===== src/hw/recovery_pkg.sv =====
`default_nettype none

package recovery_pkg;

  // Buffer and queue sizes
  localparam int unsigned RespBufDepth = 64;
  localparam int unsigned RespLenWidth = 16;
  localparam int unsigned TxFifoDepth  = 8;

  // SMBus PEC polynomial, x^8 + x^2 + x + 1
  localparam logic [7:0] PecPoly = 8'h07;

  // Response header handed from buffer to transmitter
  typedef struct packed {
    logic [RespLenWidth-1:0] len;
  } res_desc_t;

  // One response byte, last marks the end of the response
  typedef struct packed {
    logic [7:0] data;
    logic       last;
  } res_beat_t;

  // Transmitter frame states
  typedef enum logic [7:0] {
    Idle   = 8'h00,
    TxLenL = 8'h10,
    TxLenH = 8'h11,
    TxData = 8'h20,
    TxPec  = 8'h30,
    Flush  = 8'hF0
  } tx_state_e;

endpackage

`default_nettype wire


===== src/hw/recovery_pec.sv =====
`timescale 1ns/1ps
`default_nettype none

module recovery_pec
  import recovery_pkg::*;
(
  input  wire logic       clk_i,
  input  wire logic       rst_ni,
  input  wire logic       init_i,
  input  wire logic       enable_i,
  input  wire logic [7:0] data_i,
  output logic      [7:0] crc_o
);

  logic [7:0] crc_q;
  logic [7:0] crc_next;

  // Fold one byte into the running CRC, MSB first
  always_comb begin
    crc_next = crc_q ^ data_i;
    for (int i = 0; i < 8; i++) begin
      if (crc_next[7]) begin
        crc_next = {crc_next[6:0], 1'b0} ^ PecPoly;
      end else begin
        crc_next = {crc_next[6:0], 1'b0};
      end
    end
  end

  // Init wins over enable
  always_ff @(posedge clk_i or negedge rst_ni) begin
    if (!rst_ni) begin
      crc_q <= 8'h00;
    end else if (init_i) begin
      crc_q <= 8'h00;
    end else if (enable_i) begin
      crc_q <= crc_next;
    end
  end

  assign crc_o = crc_q;

endmodule

`default_nettype wire


===== src/hw/recovery_response_buffer.sv =====
`timescale 1ns/1ps
`default_nettype none

module recovery_response_buffer
  import recovery_pkg::*;
(
  input  wire logic      clk_i,
  input  wire logic      rst_ni,

  // Firmware write port
  input  wire logic      wr_valid_i,
  output logic           wr_ready_o,
  input  wire res_beat_t wr_beat_i,

  // Response header
  output logic           res_valid_o,
  input  wire logic      res_ready_i,
  output res_desc_t      res_desc_o,

  // Response data
  output logic           res_dvalid_o,
  input  wire logic      res_dready_i,
  output res_beat_t      res_beat_o
);

  localparam int unsigned AddrW = $clog2(RespBufDepth);
  localparam int unsigned CntW  = $clog2(RespBufDepth + 1);

  logic [7:0]      mem_q [RespBufDepth];
  logic [CntW-1:0] wr_cnt_q;
  logic [AddrW-1:0] rd_idx_q;
  logic            full_q;
  logic            hdr_sent_q;
  logic            wr_fire;
  logic            wr_close;
  logic            rd_fire;
  logic            rd_last;

  // Writes only while no response is held and there is room left
  assign wr_ready_o = ~full_q & (wr_cnt_q < CntW'(RespBufDepth));
  assign wr_fire    = wr_valid_i & wr_ready_o;

  // Only a beat with last set closes the response
  assign wr_close = wr_fire & wr_beat_i.last;

  assign rd_last = (CntW'(rd_idx_q) == wr_cnt_q - CntW'(1));
  assign rd_fire = res_dvalid_o & res_dready_i;

  always_ff @(posedge clk_i) begin
    if (wr_fire) begin
      mem_q[wr_cnt_q[AddrW-1:0]] <= wr_beat_i.data;
    end
  end

  always_ff @(posedge clk_i or negedge rst_ni) begin
    if (!rst_ni) begin
      wr_cnt_q   <= '0;
      rd_idx_q   <= '0;
      full_q     <= 1'b0;
      hdr_sent_q <= 1'b0;
    end else begin
      if (wr_fire) begin
        wr_cnt_q <= wr_cnt_q + CntW'(1);
      end
      if (wr_close) begin
        full_q <= 1'b1;
      end
      if (res_valid_o && res_ready_i) begin
        hdr_sent_q <= 1'b1;
      end
      if (rd_fire) begin
        if (rd_last) begin
          // Last byte gone so reopen for the next response
          wr_cnt_q   <= '0;
          rd_idx_q   <= '0;
          full_q     <= 1'b0;
          hdr_sent_q <= 1'b0;
        end else begin
          rd_idx_q <= rd_idx_q + AddrW'(1);
        end
      end
    end
  end

  // Header offered once per stored response
  assign res_valid_o    = full_q & ~hdr_sent_q;
  assign res_desc_o.len = RespLenWidth'(wr_cnt_q);

  // Data stays valid until the last beat is consumed
  assign res_dvalid_o    = full_q;
  assign res_beat_o.data = mem_q[rd_idx_q];
  assign res_beat_o.last = rd_last;

endmodule

`default_nettype wire


===== src/hw/recovery_transmitter.sv =====
`timescale 1ns/1ps
`default_nettype none

module recovery_transmitter
  import recovery_pkg::*;
(
  input  wire logic       clk_i,
  input  wire logic       rst_ni,

  // Response header
  input  wire logic       res_valid_i,
  output logic            res_ready_o,
  input  wire res_desc_t  res_desc_i,

  // Response data
  input  wire logic       res_dvalid_i,
  output logic            res_dready_o,
  input  wire res_beat_t  res_beat_i,

  input  wire logic       host_abort_i,

  // PEC control
  input  wire logic [7:0] pec_crc_i,
  output logic            pec_init_o,
  output logic            pec_enable_o,

  // Framed bytes toward the TX FIFO
  output logic            data_valid_o,
  input  wire logic       data_ready_i,
  output logic      [7:0] data_data_o
);

  tx_state_e               state_q;
  tx_state_e               state_d;
  logic [RespLenWidth-1:0] len_q;
  logic                    data_fire;

  assign data_fire = data_valid_o & data_ready_i;

  always_ff @(posedge clk_i or negedge rst_ni) begin
    if (!rst_ni) begin
      state_q <= Idle;
    end else begin
      state_q <= state_d;
    end
  end

  // Abort in a length or data state always goes through Flush
  always_comb begin
    state_d = state_q;
    unique case (state_q)
      Idle: begin
        if (res_valid_i) state_d = TxLenL;
      end
      TxLenL: begin
        if (host_abort_i) state_d = Flush;
        else if (data_fire) state_d = TxLenH;
      end
      TxLenH: begin
        if (host_abort_i) state_d = Flush;
        else if (data_fire) state_d = TxData;
      end
      TxData: begin
        if (host_abort_i) state_d = Flush;
        else if (data_fire && res_beat_i.last) state_d = TxPec;
      end
      TxPec: begin
        if (data_fire) state_d = Idle;
      end
      Flush: begin
        // Drain until the buffer has released the response
        if (!res_dvalid_i) state_d = Idle;
      end
      default: state_d = Idle;
    endcase
  end

  // Length is captured with the header
  always_ff @(posedge clk_i) begin
    if (res_valid_i && res_ready_o) begin
      len_q <= res_desc_i.len;
    end
  end

  assign res_ready_o = (state_q == Idle);
  assign pec_init_o  = res_valid_i & res_ready_o;

  always_comb begin
    unique case (state_q)
      TxData:  res_dready_o = data_ready_i & ~host_abort_i;
      Flush:   res_dready_o = 1'b1;
      default: res_dready_o = 1'b0;
    endcase
  end

  // No byte leaves on the cycle an abort is seen
  always_comb begin
    unique case (state_q)
      TxLenL:  data_valid_o = ~host_abort_i;
      TxLenH:  data_valid_o = ~host_abort_i;
      TxData:  data_valid_o = res_dvalid_i & ~host_abort_i;
      TxPec:   data_valid_o = 1'b1;
      default: data_valid_o = 1'b0;
    endcase
  end

  always_comb begin
    unique case (state_q)
      TxLenL:  data_data_o = len_q[7:0];
      TxLenH:  data_data_o = len_q[15:8];
      TxPec:   data_data_o = pec_crc_i;
      default: data_data_o = res_beat_i.data;
    endcase
  end

  // PEC covers length and data bytes only
  always_comb begin
    unique case (state_q)
      TxLenL, TxLenH, TxData: pec_enable_o = data_fire;
      default:                pec_enable_o = 1'b0;
    endcase
  end

endmodule

`default_nettype wire


===== src/hw/recovery_tx_fifo.sv =====
`timescale 1ns/1ps
`default_nettype none

module recovery_tx_fifo
  import recovery_pkg::*;
(
  input  wire logic       clk_i,
  input  wire logic       rst_ni,

  // Write side, from the transmitter
  input  wire logic       wvalid_i,
  output logic            wready_o,
  input  wire logic [7:0] wdata_i,

  // Read side, toward the bus
  output logic            rvalid_o,
  input  wire logic       rready_i,
  output logic      [7:0] rdata_o
);

  localparam int unsigned AddrW = $clog2(TxFifoDepth);
  localparam int unsigned CntW  = $clog2(TxFifoDepth + 1);

  logic [7:0]       mem_q [TxFifoDepth];
  logic [AddrW-1:0] wr_ptr_q;
  logic [AddrW-1:0] rd_ptr_q;
  logic [CntW-1:0]  cnt_q;
  logic             push;
  logic             pop;

  assign wready_o = (cnt_q != CntW'(TxFifoDepth));
  assign rvalid_o = (cnt_q != '0);
  assign push     = wvalid_i & wready_o;
  assign pop      = rvalid_o & rready_i;
  assign rdata_o  = mem_q[rd_ptr_q];

  always_ff @(posedge clk_i) begin
    if (push) begin
      mem_q[wr_ptr_q] <= wdata_i;
    end
  end

  // Pointers wrap on their own, depth is a power of two
  always_ff @(posedge clk_i or negedge rst_ni) begin
    if (!rst_ni) begin
      wr_ptr_q <= '0;
      rd_ptr_q <= '0;
      cnt_q    <= '0;
    end else begin
      if (push) wr_ptr_q <= wr_ptr_q + AddrW'(1);
      if (pop)  rd_ptr_q <= rd_ptr_q + AddrW'(1);
      // Simultaneous push and pop leaves the count unchanged
      if (push && !pop)      cnt_q <= cnt_q + CntW'(1);
      else if (pop && !push) cnt_q <= cnt_q - CntW'(1);
    end
  end

endmodule

`default_nettype wire


===== src/hw/recovery_tx_top.sv =====
`timescale 1ns/1ps
`default_nettype none

module recovery_tx_top
  import recovery_pkg::*;
(
  input  wire logic       clk_i,
  input  wire logic       rst_ni,

  // Firmware write port
  input  wire logic       wr_valid_i,
  output logic            wr_ready_o,
  input  wire res_beat_t  wr_beat_i,

  input  wire logic       host_abort_i,

  // Bus side of the TX FIFO
  output logic            tx_valid_o,
  input  wire logic       tx_ready_i,
  output logic      [7:0] tx_data_o
);

  logic       res_valid;
  logic       res_ready;
  res_desc_t  res_desc;
  logic       res_dvalid;
  logic       res_dready;
  res_beat_t  res_beat;
  logic       pec_init;
  logic       pec_enable;
  logic [7:0] pec_crc;
  logic       tx_wvalid;
  logic       tx_wready;
  logic [7:0] tx_wdata;

  recovery_response_buffer u_buffer (
    .clk_i        (clk_i),
    .rst_ni       (rst_ni),
    .wr_valid_i   (wr_valid_i),
    .wr_ready_o   (wr_ready_o),
    .wr_beat_i    (wr_beat_i),
    .res_valid_o  (res_valid),
    .res_ready_i  (res_ready),
    .res_desc_o   (res_desc),
    .res_dvalid_o (res_dvalid),
    .res_dready_i (res_dready),
    .res_beat_o   (res_beat)
  );

  recovery_transmitter u_transmitter (
    .clk_i        (clk_i),
    .rst_ni       (rst_ni),
    .res_valid_i  (res_valid),
    .res_ready_o  (res_ready),
    .res_desc_i   (res_desc),
    .res_dvalid_i (res_dvalid),
    .res_dready_o (res_dready),
    .res_beat_i   (res_beat),
    .host_abort_i (host_abort_i),
    .pec_crc_i    (pec_crc),
    .pec_init_o   (pec_init),
    .pec_enable_o (pec_enable),
    .data_valid_o (tx_wvalid),
    .data_ready_i (tx_wready),
    .data_data_o  (tx_wdata)
  );

  // PEC sees the same byte that goes into the FIFO
  recovery_pec u_pec (
    .clk_i    (clk_i),
    .rst_ni   (rst_ni),
    .init_i   (pec_init),
    .enable_i (pec_enable),
    .data_i   (tx_wdata),
    .crc_o    (pec_crc)
  );

  recovery_tx_fifo u_tx_fifo (
    .clk_i    (clk_i),
    .rst_ni   (rst_ni),
    .wvalid_i (tx_wvalid),
    .wready_o (tx_wready),
    .wdata_i  (tx_wdata),
    .rvalid_o (tx_valid_o),
    .rready_i (tx_ready_i),
    .rdata_o  (tx_data_o)
  );

endmodule

`default_nettype wire


===== config.mk =====
export PLATFORM = sky130hd
export DESIGN_NAME = recovery_tx_top
export DESIGN_NICKNAME = d
export VERILOG_FILES = /design/src/hw/recovery_pkg.sv /design/src/hw/recovery_pec.sv /design/src/hw/recovery_response_buffer.sv /design/src/hw/recovery_transmitter.sv /design/src/hw/recovery_tx_fifo.sv /design/src/hw/recovery_tx_top.sv
export SDC_FILE = /design/constraint.sdc
export NUM_CORES = 1
export LEC_CHECK = 0
export BUFFER_PORTS_ARGS = -buffer_cell sky130_fd_sc_hd__buf_2
export CORE_ASPECT_RATIO = 1.5
export CORE_UTILIZATION = 61
export CTS_CLUSTER_DIAMETER = 200
export DETAILED_ROUTE_END_ITERATION = 10
export MAX_ROUTING_LAYER = met4
export PLACE_DENSITY = 0.77
export SYNTH_ARGS = -nofsm -noshare
export SYNTH_HDL_FRONTEND = slang
export SYNTH_HIERARCHICAL = 1
export SYNTH_SLANG_ARGS = --single-unit

===== constraint.sdc =====
create_clock -name clk_i -period 9.3 [get_ports clk_i]
set_clock_uncertainty 0.2 [all_clocks]
set_input_delay 1.86 -clock clk_i [delete_from_list [all_inputs] [get_ports clk_i]]
set_output_delay 1.86 -clock clk_i [all_outputs]
set_load 0.02 [all_outputs]

### After elaboration in Yosys (flattened, before gate mapping)

Memories as Yosys holds them, arrays and structs flattened.
Index checks and enable logic that the tools add are counted.

| storage, ports and cells | value |
|---|---|
| register bits after elaboration | 48 |
| RAM bits | 576 |
| word-level logic and storage cells | 108 |
| memories kept | 2 |

Memory list:

| memory | depth | width | read ports | clocked after Yosys merged registers in | wr ports | RTL line | RTL |
|---|---|---|---|---|---|---|---|
| u_buffer.mem_q | 64 | 8 | 1 | 0 | 1 | recovery_response_buffer.sv:29 | `logic [7:0] mem_q [RespBufDepth];` |
| u_tx_fifo.mem_q | 8 | 8 | 1 | 0 | 1 | recovery_tx_fifo.sv:24 | `logic [7:0] mem_q [TxFifoDepth];` |

| operators by class | value |
|---|---|
| add/subtract/negate cells | 7 |
| order comparisons | 1 |
| eq/ne operators | 13 |
| multiplexer cells | 40 |
| bitwise logic cells | 22 |
| reductions and logical operators | 13 |

Operators with widths:

| kind | count |
|---|---|
| $mux W8 | 11 |
| $pmux W8 S6 | 1 |
| $mux W3 | 8 |
| $not A3 Y3 | 8 |
| $pmux W8 S3 | 1 |
| $mux W7 | 3 |
| $eq A8 B5 Y1 const B | 2 |
| $eq A8 B6 Y1 const B | 2 |
| $mux W1 | 11 |
| $and A1 B1 Y1 | 10 |
| $ne A3 B2 Y1 const B | 3 |
| $eq A8 B8 Y1 const B | 1 |
| $logic_not A8 Y1 | 1 |
| $mux W4 | 2 |
| $xor A8 B8 Y8 | 1 |
| $add A7 B1 Y7 const B | 1 |
| $eq A6 B7 Y1 | 1 |
| $lt A7 B7 Y1 const B | 1 |
| $sub A7 B1 Y7 const B | 1 |
| $add A3 B1 Y3 const B | 2 |
| $add A6 B1 Y6 const B | 1 |
| $mux W6 | 1 |
| $reduce_and A6 Y1 | 1 |
| $add A4 B1 Y4 const B | 1 |
| other kinds (13) | 21 |

### Logic depth before layout (Yosys ltp)

Gate-level depths: netlist (run 1).

| logic depth | value |
|---|---|
| depth in word-level cells | 21 |
| gate-level depth with buffers | 16 |
| mapped depth without buffers | 13 |

### Cells and area by module

The synthesis (run 1) kept the hierarchy.

By module, submodules not included:

| module | instances | cells an instance | area an instance (sq um) |
|---|---|---|---|
| recovery_response_buffer | 1 | 1087 | 20902.5 |
| recovery_tx_fifo | 1 | 155 | 3111.7 |
| recovery_transmitter | 1 | 117 | 1097.3 |
| recovery_pec | 1 | 57 | 645.6 |

### Worst setup path after synthesis (run 1)

Ideal clock, no wire load.

| timing path | value |
|---|---|
| kind | input-to-reg |
| start point | in host_abort_i |
| end point | reg u_tx_fifo.cnt_q[3] |
| setup time | 0.131 ns |
| arrival time | 3.971 ns |
| data required time | 8.969 ns |
| setup slack | 4.998 ns |
| cell stages on the path | 12 |
| cells stage by stage | clkbuf_1 -> nor2b_1 -> o21bai_1 -> a21oi_1 -> nand2_4 -> inv_1 -> ha_1 -> inv_1 -> ha_1 -> or4_1 -> o211ai_1 -> o211ai_1 |

| between the ends | value |
|---|---|
| longest elaborated chain between the ends | 7 |
| elaborated cells between the ends (all ways) | 9 |
| classes of those cells | mux: 2; bitwise: 3; reduce/logical: 4 |

Ends and longest elaborated chain:

| element | RTL line | RTL |
|---|---|---|
| start: declaration | recovery_tx_top.sv:15 | `input wire logic host_abort_i,` |
| $not A1 Y1 (*) | recovery_transmitter.sv:99, recovery_transmitter.sv:100, recovery_transmitter.sv:101 |  |
| $and A1 B1 Y1 | recovery_transmitter.sv:101 | `TxData: data_valid_o = res_dvalid_i & ~host_abort_i;` |
| $pmux W1 S3 (*) | recovery_transmitter.sv:98 | `unique case (state_q)` |
| net tx_wvalid | recovery_tx_top.sv:32 | `logic tx_wvalid;` |
| $and A1 B1 Y1 (*) | recovery_tx_fifo.sv:33 | `assign push = wvalid_i & wready_o;` |
| net u_tx_fifo.push | recovery_tx_fifo.sv:28 | `logic push;` |
| $logic_not A1 Y1 | recovery_tx_fifo.sv:54 | `else if (pop && !push) cnt_q <= cnt_q - CntW'(1);` |
| $logic_and A1 B1 Y1 | recovery_tx_fifo.sv:54 |  |
| $reduce_bool A2 Y1 (no line) | -- |  |
| end signal: assignment | recovery_tx_fifo.sv:53 | `if (push && !pop) cnt_q <= cnt_q + CntW'(1);` |
| end signal: assignment | recovery_tx_fifo.sv:54 |  |
| end: declaration | recovery_tx_fifo.sv:27 | `logic [CntW-1:0] cnt_q;` |

Mark *: on every way through the listed nets, which the timed path passes. The rest lies on a longest branch.
A chain may end at the register's enable or synchronous reset.

==> results.yml, run 1 <==
sta:
  fin_crit_sh: 0.586
  holdWs_ns: 0.306
  hold_viol_final: 0
  drv_slew: 0
  min_period_ns: 5.45
  tns_ns: 0
  setup_viol: 0
  rsz0062_at_grt: "false"
  max_slew_margin: 0.135
  tightest_slew_ns: 1.30
  fmax_mhz: 183
floorplan:
  rows: 91
  die_h_um: 254
  coreArea_um2: 41300
  dieWidth_um: 170
  io-pin-count: 24
  die_area_um2: 43100
  start_util: 0.623
detailed_routing:
  ant_nets: 0
  wl_per_cell_um: 26.4
  via_per_inst: 6.45
  firstDrtPassIters: 5
  wl_um: 53400
  drc: 0
  drt_iter0_drc: 1324
  vias: 13100
synth:
  ys_ff_latch: 629
  yosys.area.top_type: "edfxtp_1"
  yosysMostFrequentCell: "edfxtp_1"
  syn_area_um2: 25800
  synth_top_cells_by_count: "edfxtp_1, nor2_1, mux2i_1"
  seq_area_frac_synth: 0.726
  ys_warn_count: 6
  synth_edf_count: 592
  synth_ff_type: "edfxtp_1"
  ys_types: 72
  synth.avg_cell_area_um2: 18.2
  synthArstFlopShare: 0.0588
  syn_inst: 1416
  synth_top_area_frac: 0.690
  synthTopCellsByArea: "edfxtp_1, mux4_2, mux2i_1"
grt:
  overflow: 0
  grt_max_degree: 75
  antenna_found_initial: 1
  grt_first_pass_wirelength_um: 80500
  grt_pass1_vias: 13200
  grtUsageTotal: 0.266
critical_path:
  startpoint_type: "flip-flop"
  crit_arrival_ns: 5.75
  setup.worst_path.class: "reg2reg"
  end_kind: "flip-flop"
  critPathLaunch: "u_buffer/rd_idx_q[0]"
  crit_path_max_fanout: 74
  reg2reg_from: "u_buffer/rd_idx_q[0]"
  cp.required_ns: 9.59
layout:
  fin_area_um2: 27800
  final_layout_size_suffix_gt1_frac: 0.159
  n_fill_cell: 2580
  synthToLayoutAreaGrowth_pct: 8.11
  nets: 1448
pwr:
  power_density_nw_per_um2: 194
  total_power_mw: 5.40
  power_leakage_nw: 8.58
  ir_worst_vdd_mv: 0.180
cts:
  cts-resized-gates: 0
  cts_root_buffer: "clkbuf_16"
  clk_latency_ns: 0.59
  clock-sinks: 629
  cts_setup_buffers: 0
  numCtsBuffers: 52
  cts_tree: "yes"
  h-tree-depth: 2
  cts_buffer_depth: 3
  holdBufCountCts: 0
  clk_pin_slew_worst_paths_ns: 0.06
place:
  place_area_um2: 26200
  dp_hpwl_um: 33600
  port_buffers: 23
  gp_congestion: 0.958
flow_run:
  max_cap_violations: 0
min_path:
  hp-class: "reg2reg"
  min_from: "u_buffer/hdr_sent_q"
run_status:
  status: "completed"
-- cell families (layout without fill, tap and decap cells) --
kind of cell,Yosys count,in the layout,share of synthesized area
xor gates and xnor gates,40,40,0.0176
muxes,216,216,0.138
AOI/OAI and AO/OA,186,186,0.0486
other,1,11,0.000146
and+or+nand+nor,238,238,0.0436
DFF,629,629,0.726
buffers and inverters,97,139,0.0215
adders and majority gates,9,9,0.00466
-- cells in the final DEF (no fill, tap or decap), types with 8 or more instances in the layout --
master,instances
edfxtp_1,592
nor2_1,129
mux2i_1,97
mux4_2,88
clkbuf_16,54
a21oi_1,43
o21ai_0,35
dfrtp_1,34
nand2_1,26
buf_2,23
xnor2_1,22
a211oi_1,20
o22ai_1,19
nand2b_1,16
mux4_1,16
clkbuf_1,14
mux2_2,14
a221oi_1,12
xor2_1,11
buf_4,11
clkinv_1,10
nand3_1,10
clkinv_2,9
a22oi_1,9
inv_1,9
conb_1,9
nor2b_1,8
o221ai_1,8
ha_1,8
-- per-stage QoR --
step / std cells / worst slack (ns) / utilization
floorplan: 1424 / 5.00 / -
global placement: 1929 / 3.86 / 0.634
detailed placement: 1929 / 3.83 / 0.634
CTS: 2024 / 3.81 / 0.674
global route: 2025 / 3.38 / 0.674
finish: 2026 / 3.85 / 0.674
-- critical path, stage by stage (launching register included) --
cell and delay, ns:
dfrtp_4 1.06, buf_12 0.44, nand2_1 0.57, o221ai_1 0.41
a211oi_1 0.16, a21oi_1 0.40, a22o_1 0.23, nor2_1 0.05
nor2_1 0.50, xnor2_2 0.25, xnor3_1 0.47, or3_1 0.33
a21oi_1 0.16
-- layout make-up --
| cell class | count | area [µm²] | area share |
|---|---|---|---|
| Sequential cell | 629 | 18700 | 0.672 |
| Multi-Input combinational cell | 698 | 6550 | 0.235 |
| Clock buffer | 69 | 1420 | 0.0509 |
| Tap cell | 558 | 698 | 0.0251 |
| Timing Repair Buffer | 35 | 218 | 0.00782 |
| Clock inverter | 26 | 213 | 0.00764 |
| Inverter | 9 | 33.8 | 0.00121 |
| Antenna cell | 2 | 5.00 | 0.000180 |
-- state kept, by name, summed over array words and instances (netlist names) --
register               count
u_buffer/hdr_sent_q        1
u_pec/crc_o                8
u_buffer/mem_q           512
u_tx_fifo/wr_ptr_q         3
u_buffer/wr_cnt_q          7
u_tx_fifo/mem_q           64
u_transmitter/len_q       16
u_tx_fifo/rd_ptr_q         3
u_transmitter/state_q      4
u_buffer/rd_idx_q          6
u_tx_fifo/cnt_q            4
u_buffer/res_dvalid_o      1
-- layer usage --
| metal | part of all wire | vias up | track usage |
|---|---|---|---|
| met3 | 0.068 | 128 | 0.0372 |
| met2 | 0.53 | 563 | 0.455 |
| met5 | 0 | - | - |
| li1 | - | 5670 | - |
| met4 | 0.036 | 0 | 0.101 |
| met1 | 0.37 | 6710 | 0.321 |
-- worst paths after layout --
check | slack, ns | cells past startpoint | endpoint
max | 3.85 | 12 | u_pec/crc_o[2]
min | 0.31 | 2 | u_buffer/hdr_sent_q
max reg2reg | 3.85 | 12 | u_pec/crc_o[2]
min reg2reg | 0.31 | 2 | u_buffer/hdr_sent_q
max in group asynchronous | 7.07 | 1 | u_buffer/rd_idx_q[1]
min in group asynchronous | 1.20 | 1 | u_transmitter/state_q[5]
-- power breakdown --
| part | leakage (nW) | total [mW] | internal (mW) | switching (mW) |
|---|---|---|---|---|
| combinational | 2.00 | 0.157 | 0.0457 | 0.112 |
| clock | 0.794 | 2.10 | 1.16 | 0.939 |
| sequential | 5.79 | 3.15 | 3.11 | 0.0317 |
Power figures use the tool's default switching activity.
==> run 2, diff against run 1 <==
--- a/config.mk
+++ b/config.mk
@@ -7,11 +7,11 @@
 export LEC_CHECK = 0
 export BUFFER_PORTS_ARGS = -buffer_cell sky130_fd_sc_hd__buf_2
 export CORE_ASPECT_RATIO = 1.5
-export CORE_UTILIZATION = 61
+export CORE_UTILIZATION = 57
 export CTS_CLUSTER_DIAMETER = 200
 export DETAILED_ROUTE_END_ITERATION = 10
 export MAX_ROUTING_LAYER = met4
-export PLACE_DENSITY = 0.77
+export PLACE_DENSITY = 0.76
 export SYNTH_ARGS = -nofsm -noshare
 export SYNTH_HDL_FRONTEND = slang
 export SYNTH_HIERARCHICAL = 1
==> constraint.sdc (replaced) <==
create_clock -name clk_i -period 4.5 [get_ports clk_i]
set_clock_uncertainty 0.2 [all_clocks]
set_input_delay 0.9 -clock clk_i [delete_from_list [all_inputs] [get_ports clk_i]]
set_output_delay 0.9 -clock clk_i [all_outputs]
set_load 0.02 [all_outputs]
==> run 2 against run 1 <==
  * Hold slack got worse by 0.044 ns
  * Total power rose by 120%
  * Maximum frequency is 26% higher
  * Critical path depth rose by 3
  * Routed wire length is 4.8% higher
  * Count of clock-buffer cells in the layout fell by 3
==> results.yml, run 2 (synthesis gave the netlist of run 1 again) <==
floorplan:
  start_util: 0.576
  dieWidth_um: 176
  die_h_um: 262
  coreArea_um2: 44700
  io-pin-count: 24
  die_area_um2: 46100
  rows: 95
place:
  dp.cells: 2009
  port_buffers: 23
  gp_congestion: 0.907
  place_area_um2: 26700
  dp_hpwl_um: 36200
layout:
  synthToLayoutAreaGrowth_pct: 11.1
  antennaDiodeCount: 0
  top_regs: "u_buffer/mem_q x512, u_tx_fifo/mem_q x64, u_transmitter/len_q x16"
  fin_area_um2: 28600
  final_cells: 2114
  final_cell_mix: "edfxtp_1, nor2_1, mux2i_1"
  final_layout_size_suffix_gt1_frac: 0.196
  nets: 1508
  top_register: "u_buffer/mem_q"
  final_common_cell: "edfxtp_1"
  largest_reg_flops: 512
pwr:
  clkPwrFrac: 0.417
  ir_worst_vdd_mv: 0.307
  netSwitchingFraction: 0.201
  power_leakage_nw: 9.00
  p_sw_mw: 2.35
  combinationalPowerShare: 0.028
  power_density_nw_per_um2: 409
  power.internal_mw: 9.37
  seq_power_share: 0.555
grt:
  overflow: 0
  grt_pass1_vias: 13700
  grt_first_pass_wirelength_um: 84000
  grtUsageTotal: 0.256
  antenna_found_initial: 0
  grt_max_degree: 65
critical_path:
  cp.required_ns: 4.79
  end_kind: "flip-flop"
  setup.worst_path.class: "reg2reg"
  critPathLaunch: "u_buffer/rd_idx_q[2]"
  startpoint_type: "flip-flop"
  crit_path_max_fanout: 18
  ff2ff_path_depth: 15
  reg2reg_from: "u_buffer/rd_idx_q[2]"
  rrSetupSlack_ns: 0.18
  crit_arrival_ns: 4.61
  crit-reg2reg-capture: "u_pec/crc_o[3]"
detailed_routing:
  drt_iter0_drc: 1463
  ant_nets: 0
  wl_per_cell_um: 26.5
  via_per_inst: 6.39
  vias: 13500
  wl_um: 56000
  firstDrtPassIters: 6
  drc: 0
cts:
  clk_pin_slew_worst_paths_ns: 0.07
  clock-sinks: 629
  cts_root_buffer: "clkbuf_16"
  numCtsBuffers: 55
  clk_latency_ns: 0.61
  holdBufCountCts: 0
  cts_buffer_depth: 3
  cts_tree: "yes"
  h-tree-depth: 2
sta:
  tightest_slew_ns: 1.21
  drv_slew: 0
  min_period_ns: 4.32
  fmax_mhz: 232
  tns_ns: 0
  setup_viol: 0
  hold_viol_final: 0
  fin_crit_sh: 0.959
  rsz0062_at_grt: "false"
  max_slew_margin: 0.193
flow_run:
  max_cap_violations: 0
min_path:
  hp-class: "in2async"
run_status:
  status: "completed"
-- run 2: area by class of cell --
class	instances	area [µm²]
clock buffers	66	1460
multi-input cells	698	6550
repair buffers	92	712
clock inverters	38	430
inverters	9	33.8
flip-flops and latches	629	18700
fillers	2991	16100
well taps	582	728
-- run 2: repair_timing --
item | CTS | global route
cloned | 0 | 0
setup endpoints to repair | 4 | 3
setup buffers | 1 | 0
resized for setup | 3 | 3
-- run 2: per-layer routing --
layer	up-vias	share of wire	GRT usage
met1	6908	0.37	0.313
li1	5795	-	-
met4	0	0.055	0.134
met5	-	0	-
met2	623	0.51	0.415
met3	179	0.067	0.0362
-- run 2: power groups by stage --
stage / Sequential (mW) / Combinational, mW / Clock [mW]
after floorplan: 6.59 / 0.209 / 0
after global placement: 6.63 / 0.306 / 0
after detailed placement: 6.63 / 0.320 / 0
after CTS: 6.50 / 0.323 / 4.95
after global routing: 6.51 / 0.356 / 5.15
final: 6.51 / 0.328 / 4.89
-- run 2: worst max-delay path: stages, from the launching register on --
cell and delay [ns]:
dfrtp_2 0.58, and2_1 0.32, nand2_1 0.13, buf_4 0.23, nor2_1 0.08, a2111oi_0 0.84, buf_4 0.25, a22oi_1 0.08
buf_4 0.15, o211a_1 0.24, nor2_1 0.16, nor2_2 0.14, xnor2_1 0.31, xnor2_1 0.17, xnor2_1 0.08, a211oi_1 0.22
-- run 2: worst max-delay path by stage --
stage                endpoint  depth (start not counted)  slack, ns
2_1_floorplan  u_pec/crc_o[2]                         14       0.85
3_3_place_gp   u_pec/crc_o[2]                         12      -0.33
3_5_place_dp   u_pec/crc_o[2]                         12      -0.24
4_1_cts        u_pec/crc_o[2]                         12       0.07
5_1_grt        u_pec/crc_o[2]                         13       0.09
6_report       u_pec/crc_o[3]                         15       0.18
-- run 2: per-stage QoR --
stage	utilization	setup slack, ns	hold slack, ns	power, mW
floorplan	-	0.854	0.255	6.80
global placement	0.598	-0.335	0.281	6.93
detailed placement	0.598	-0.244	0.301	6.95
CTS	0.640	0.0686	0.275	11.8
global route	0.641	0.0873	0.326	12.0
finish	0.641	0.182	0.262	11.7
==> run 3, diff against run 2 <==
--- a/config.mk
+++ b/config.mk
@@ -7,11 +7,11 @@
 export LEC_CHECK = 0
 export BUFFER_PORTS_ARGS = -buffer_cell sky130_fd_sc_hd__buf_2
 export CORE_ASPECT_RATIO = 1.5
-export CORE_UTILIZATION = 57
+export CORE_MARGIN = 5
+export CORE_UTILIZATION = 40
 export CTS_CLUSTER_DIAMETER = 200
 export DETAILED_ROUTE_END_ITERATION = 10
 export MAX_ROUTING_LAYER = met4
-export PLACE_DENSITY = 0.76
 export SYNTH_ARGS = -nofsm -noshare
 export SYNTH_HDL_FRONTEND = slang
 export SYNTH_HIERARCHICAL = 1
==> run 3 against run 2 <==
  * Design area increased by 0.78%
  * Largest cell class unchanged
  * Non-clock buffer count increased by 7
  * Utilization decreased by 19 points
  * Routed wire length increased by 2.2%
==> results.yml, run 3 (synthesis gave the netlist of run 1 again) <==
run_status:
  status: "completed"
layout:
  synthToLayoutAreaGrowth_pct: 12.0
  top_register: "u_buffer/mem_q"
  n_fill_cell: 5493
  top_regs: "u_buffer/mem_q x512, u_tx_fifo/mem_q x64, u_transmitter/len_q x16"
  largest_reg_flops: 512
  multiInputGateArea_um2: 6540
  final_common_cell: "edfxtp_1"
  area.sequential_um2: 18700
  final_cells: 2346
  final_cell_mix: "edfxtp_1, nor2_1, mux2i_1"
  nets: 1514
  final_layout_size_suffix_gt1_frac: 0.198
sta:
  fmax_mhz: 229
  max_slew_margin: 0.186
  tns_ns: 0
  min_period_ns: 4.36
  setup_viol: 0
  rsz0062_at_grt: "false"
  tightest_slew_ns: 1.22
  hold_viol_final: 0
  drv_slew: 0
  fin_crit_sh: 0.969
place:
  port_buffers: 23
  dp_hpwl_um: 38100
  gp_congestion: 0.873
  dp.cells: 2247
critical_path:
  end_kind: "flip-flop"
  crit-reg2reg-capture: "u_pec/crc_o[5]"
  setup.worst_path.class: "reg2reg"
  ff2ff_path_depth: 14
  crit_arrival_ns: 4.64
  rrSetupSlack_ns: 0.14
  critPathSlowestCell: "nor2_1"
  critical-path-max-stage-delay_ns: 0.49
  path_buf_inv: 4
  cp_cell_sequence: "buf_4, buf_4, nor2b_1, buf_4, a2111oi_0, buf_4, a22oi_1, o211a_1, nor2_1, nor2_1, xnor2_1, xnor2_1, xnor2_1, a211oi_1"
  startpoint_type: "flip-flop"
  reg2reg_from: "u_buffer/rd_idx_q[3]"
  critPathLaunch: "u_buffer/rd_idx_q[3]"
  crit_path_max_fanout: 24
  worst-path-stages: 14
  cp.required_ns: 4.78
  worst_path_most_repeated_cell: "buf_4"
  endpoint: "u_pec/crc_o[5]"
  cp_top_family: "compound AO/OA/AOI/OAI gates"
cts:
  cts_buffer_depth: 3
  cts_setup_buffers: 0
  clk_pin_slew_worst_paths_ns: 0.07
  cts_root_buffer: "clkbuf_16"
  holdBufCountCts: 0
  clock-sinks: 629
  cts_tree: "yes"
  clk_latency_ns: 0.60
  h-tree-depth: 2
  cts-resized-gates: 0
  numCtsBuffers: 54
flow_run:
  max_cap_violations: 0
floorplan:
  rows: 114
  die_area_um2: 69700
  coreArea_um2: 64200
  io-pin-count: 24
  start_util: 0.401
  die_h_um: 321
  dieWidth_um: 217
detailed_routing:
  firstDrtPassIters: 5
  via_per_inst: 5.55
  drt_iter0_drc: 923
  wl_per_cell_um: 24.4
  vias: 13000
  drc: 0
  wl_um: 57200
  ant_nets: 0
grt:
  grtUsageTotal: 0.167
  overflow: 0
  grt_pass1_vias: 13400
  grt_first_pass_wirelength_um: 86200
  grt_max_degree: 65
  antenna_found_initial: 1
pwr:
  power_density_nw_per_um2: 402
  ir_worst_vdd_mv: 0.319
  power_leakage_nw: 9.00
min_path:
  hp-class: "in2async"
==> run 3: final cells by class <==
cell class / instances / share of cell area
diodes: 1 / 0.0000867
clock buffers: 64 / 0.0489
clock inverters: 34 / 0.0135
inverters: 9 / 0.00117
multi-input cells: 698 / 0.227
flip-flops and latches: 629 / 0.649
well taps: 812 / 0.0352
repair buffers: 99 / 0.0259
==> run 3: power breakdown <==
part | total (mW) | internal (mW) | switching [mW]
Sequential | 6.50 | 6.43 | 0.0720
Clock | 4.75 | 2.70 | 2.05
Combinational | 0.328 | 0.0963 | 0.232
Total | 11.6 | 9.23 | 2.35
==> run 3: stage by stage <==
step	cell area [µm²]	total power, mW	hold WS [ns]	util	worst slack (ns)
final	28900	11.6	0.262	0.449	0.140
after global routing	28900	12.0	0.334	0.449	0.0339
after CTS	28800	11.7	0.270	0.449	0.119
after detailed placement	27000	6.96	0.301	0.421	0.248
after global placement	27000	6.95	0.277	0.421	0.202
after floorplan	25800	6.80	0.255	-	0.854
==> run 3: layer usage <==
metal	GRT usage	vias to the layer above	part of all wire
li1	-	5802	-
met1	0.192	6827	0.38
met2	0.305	289	0.55
met3	0.0195	114	0.035
met4	0.0562	0	0.035
met5	-	-	0
==> run 3: worst min path at each step <==
stage,end,slack [ns]
after floorplan,u_transmitter/len_q[2],0.26
after global placement,u_buffer/hdr_sent_q,0.28
after detailed placement,u_buffer/hdr_sent_q,0.30
after CTS,u_tx_fifo/rd_ptr_q[2],0.27
after global routing,u_tx_fifo/wr_ptr_q[1],0.33
final,u_buffer/rd_idx_q[3],0.26
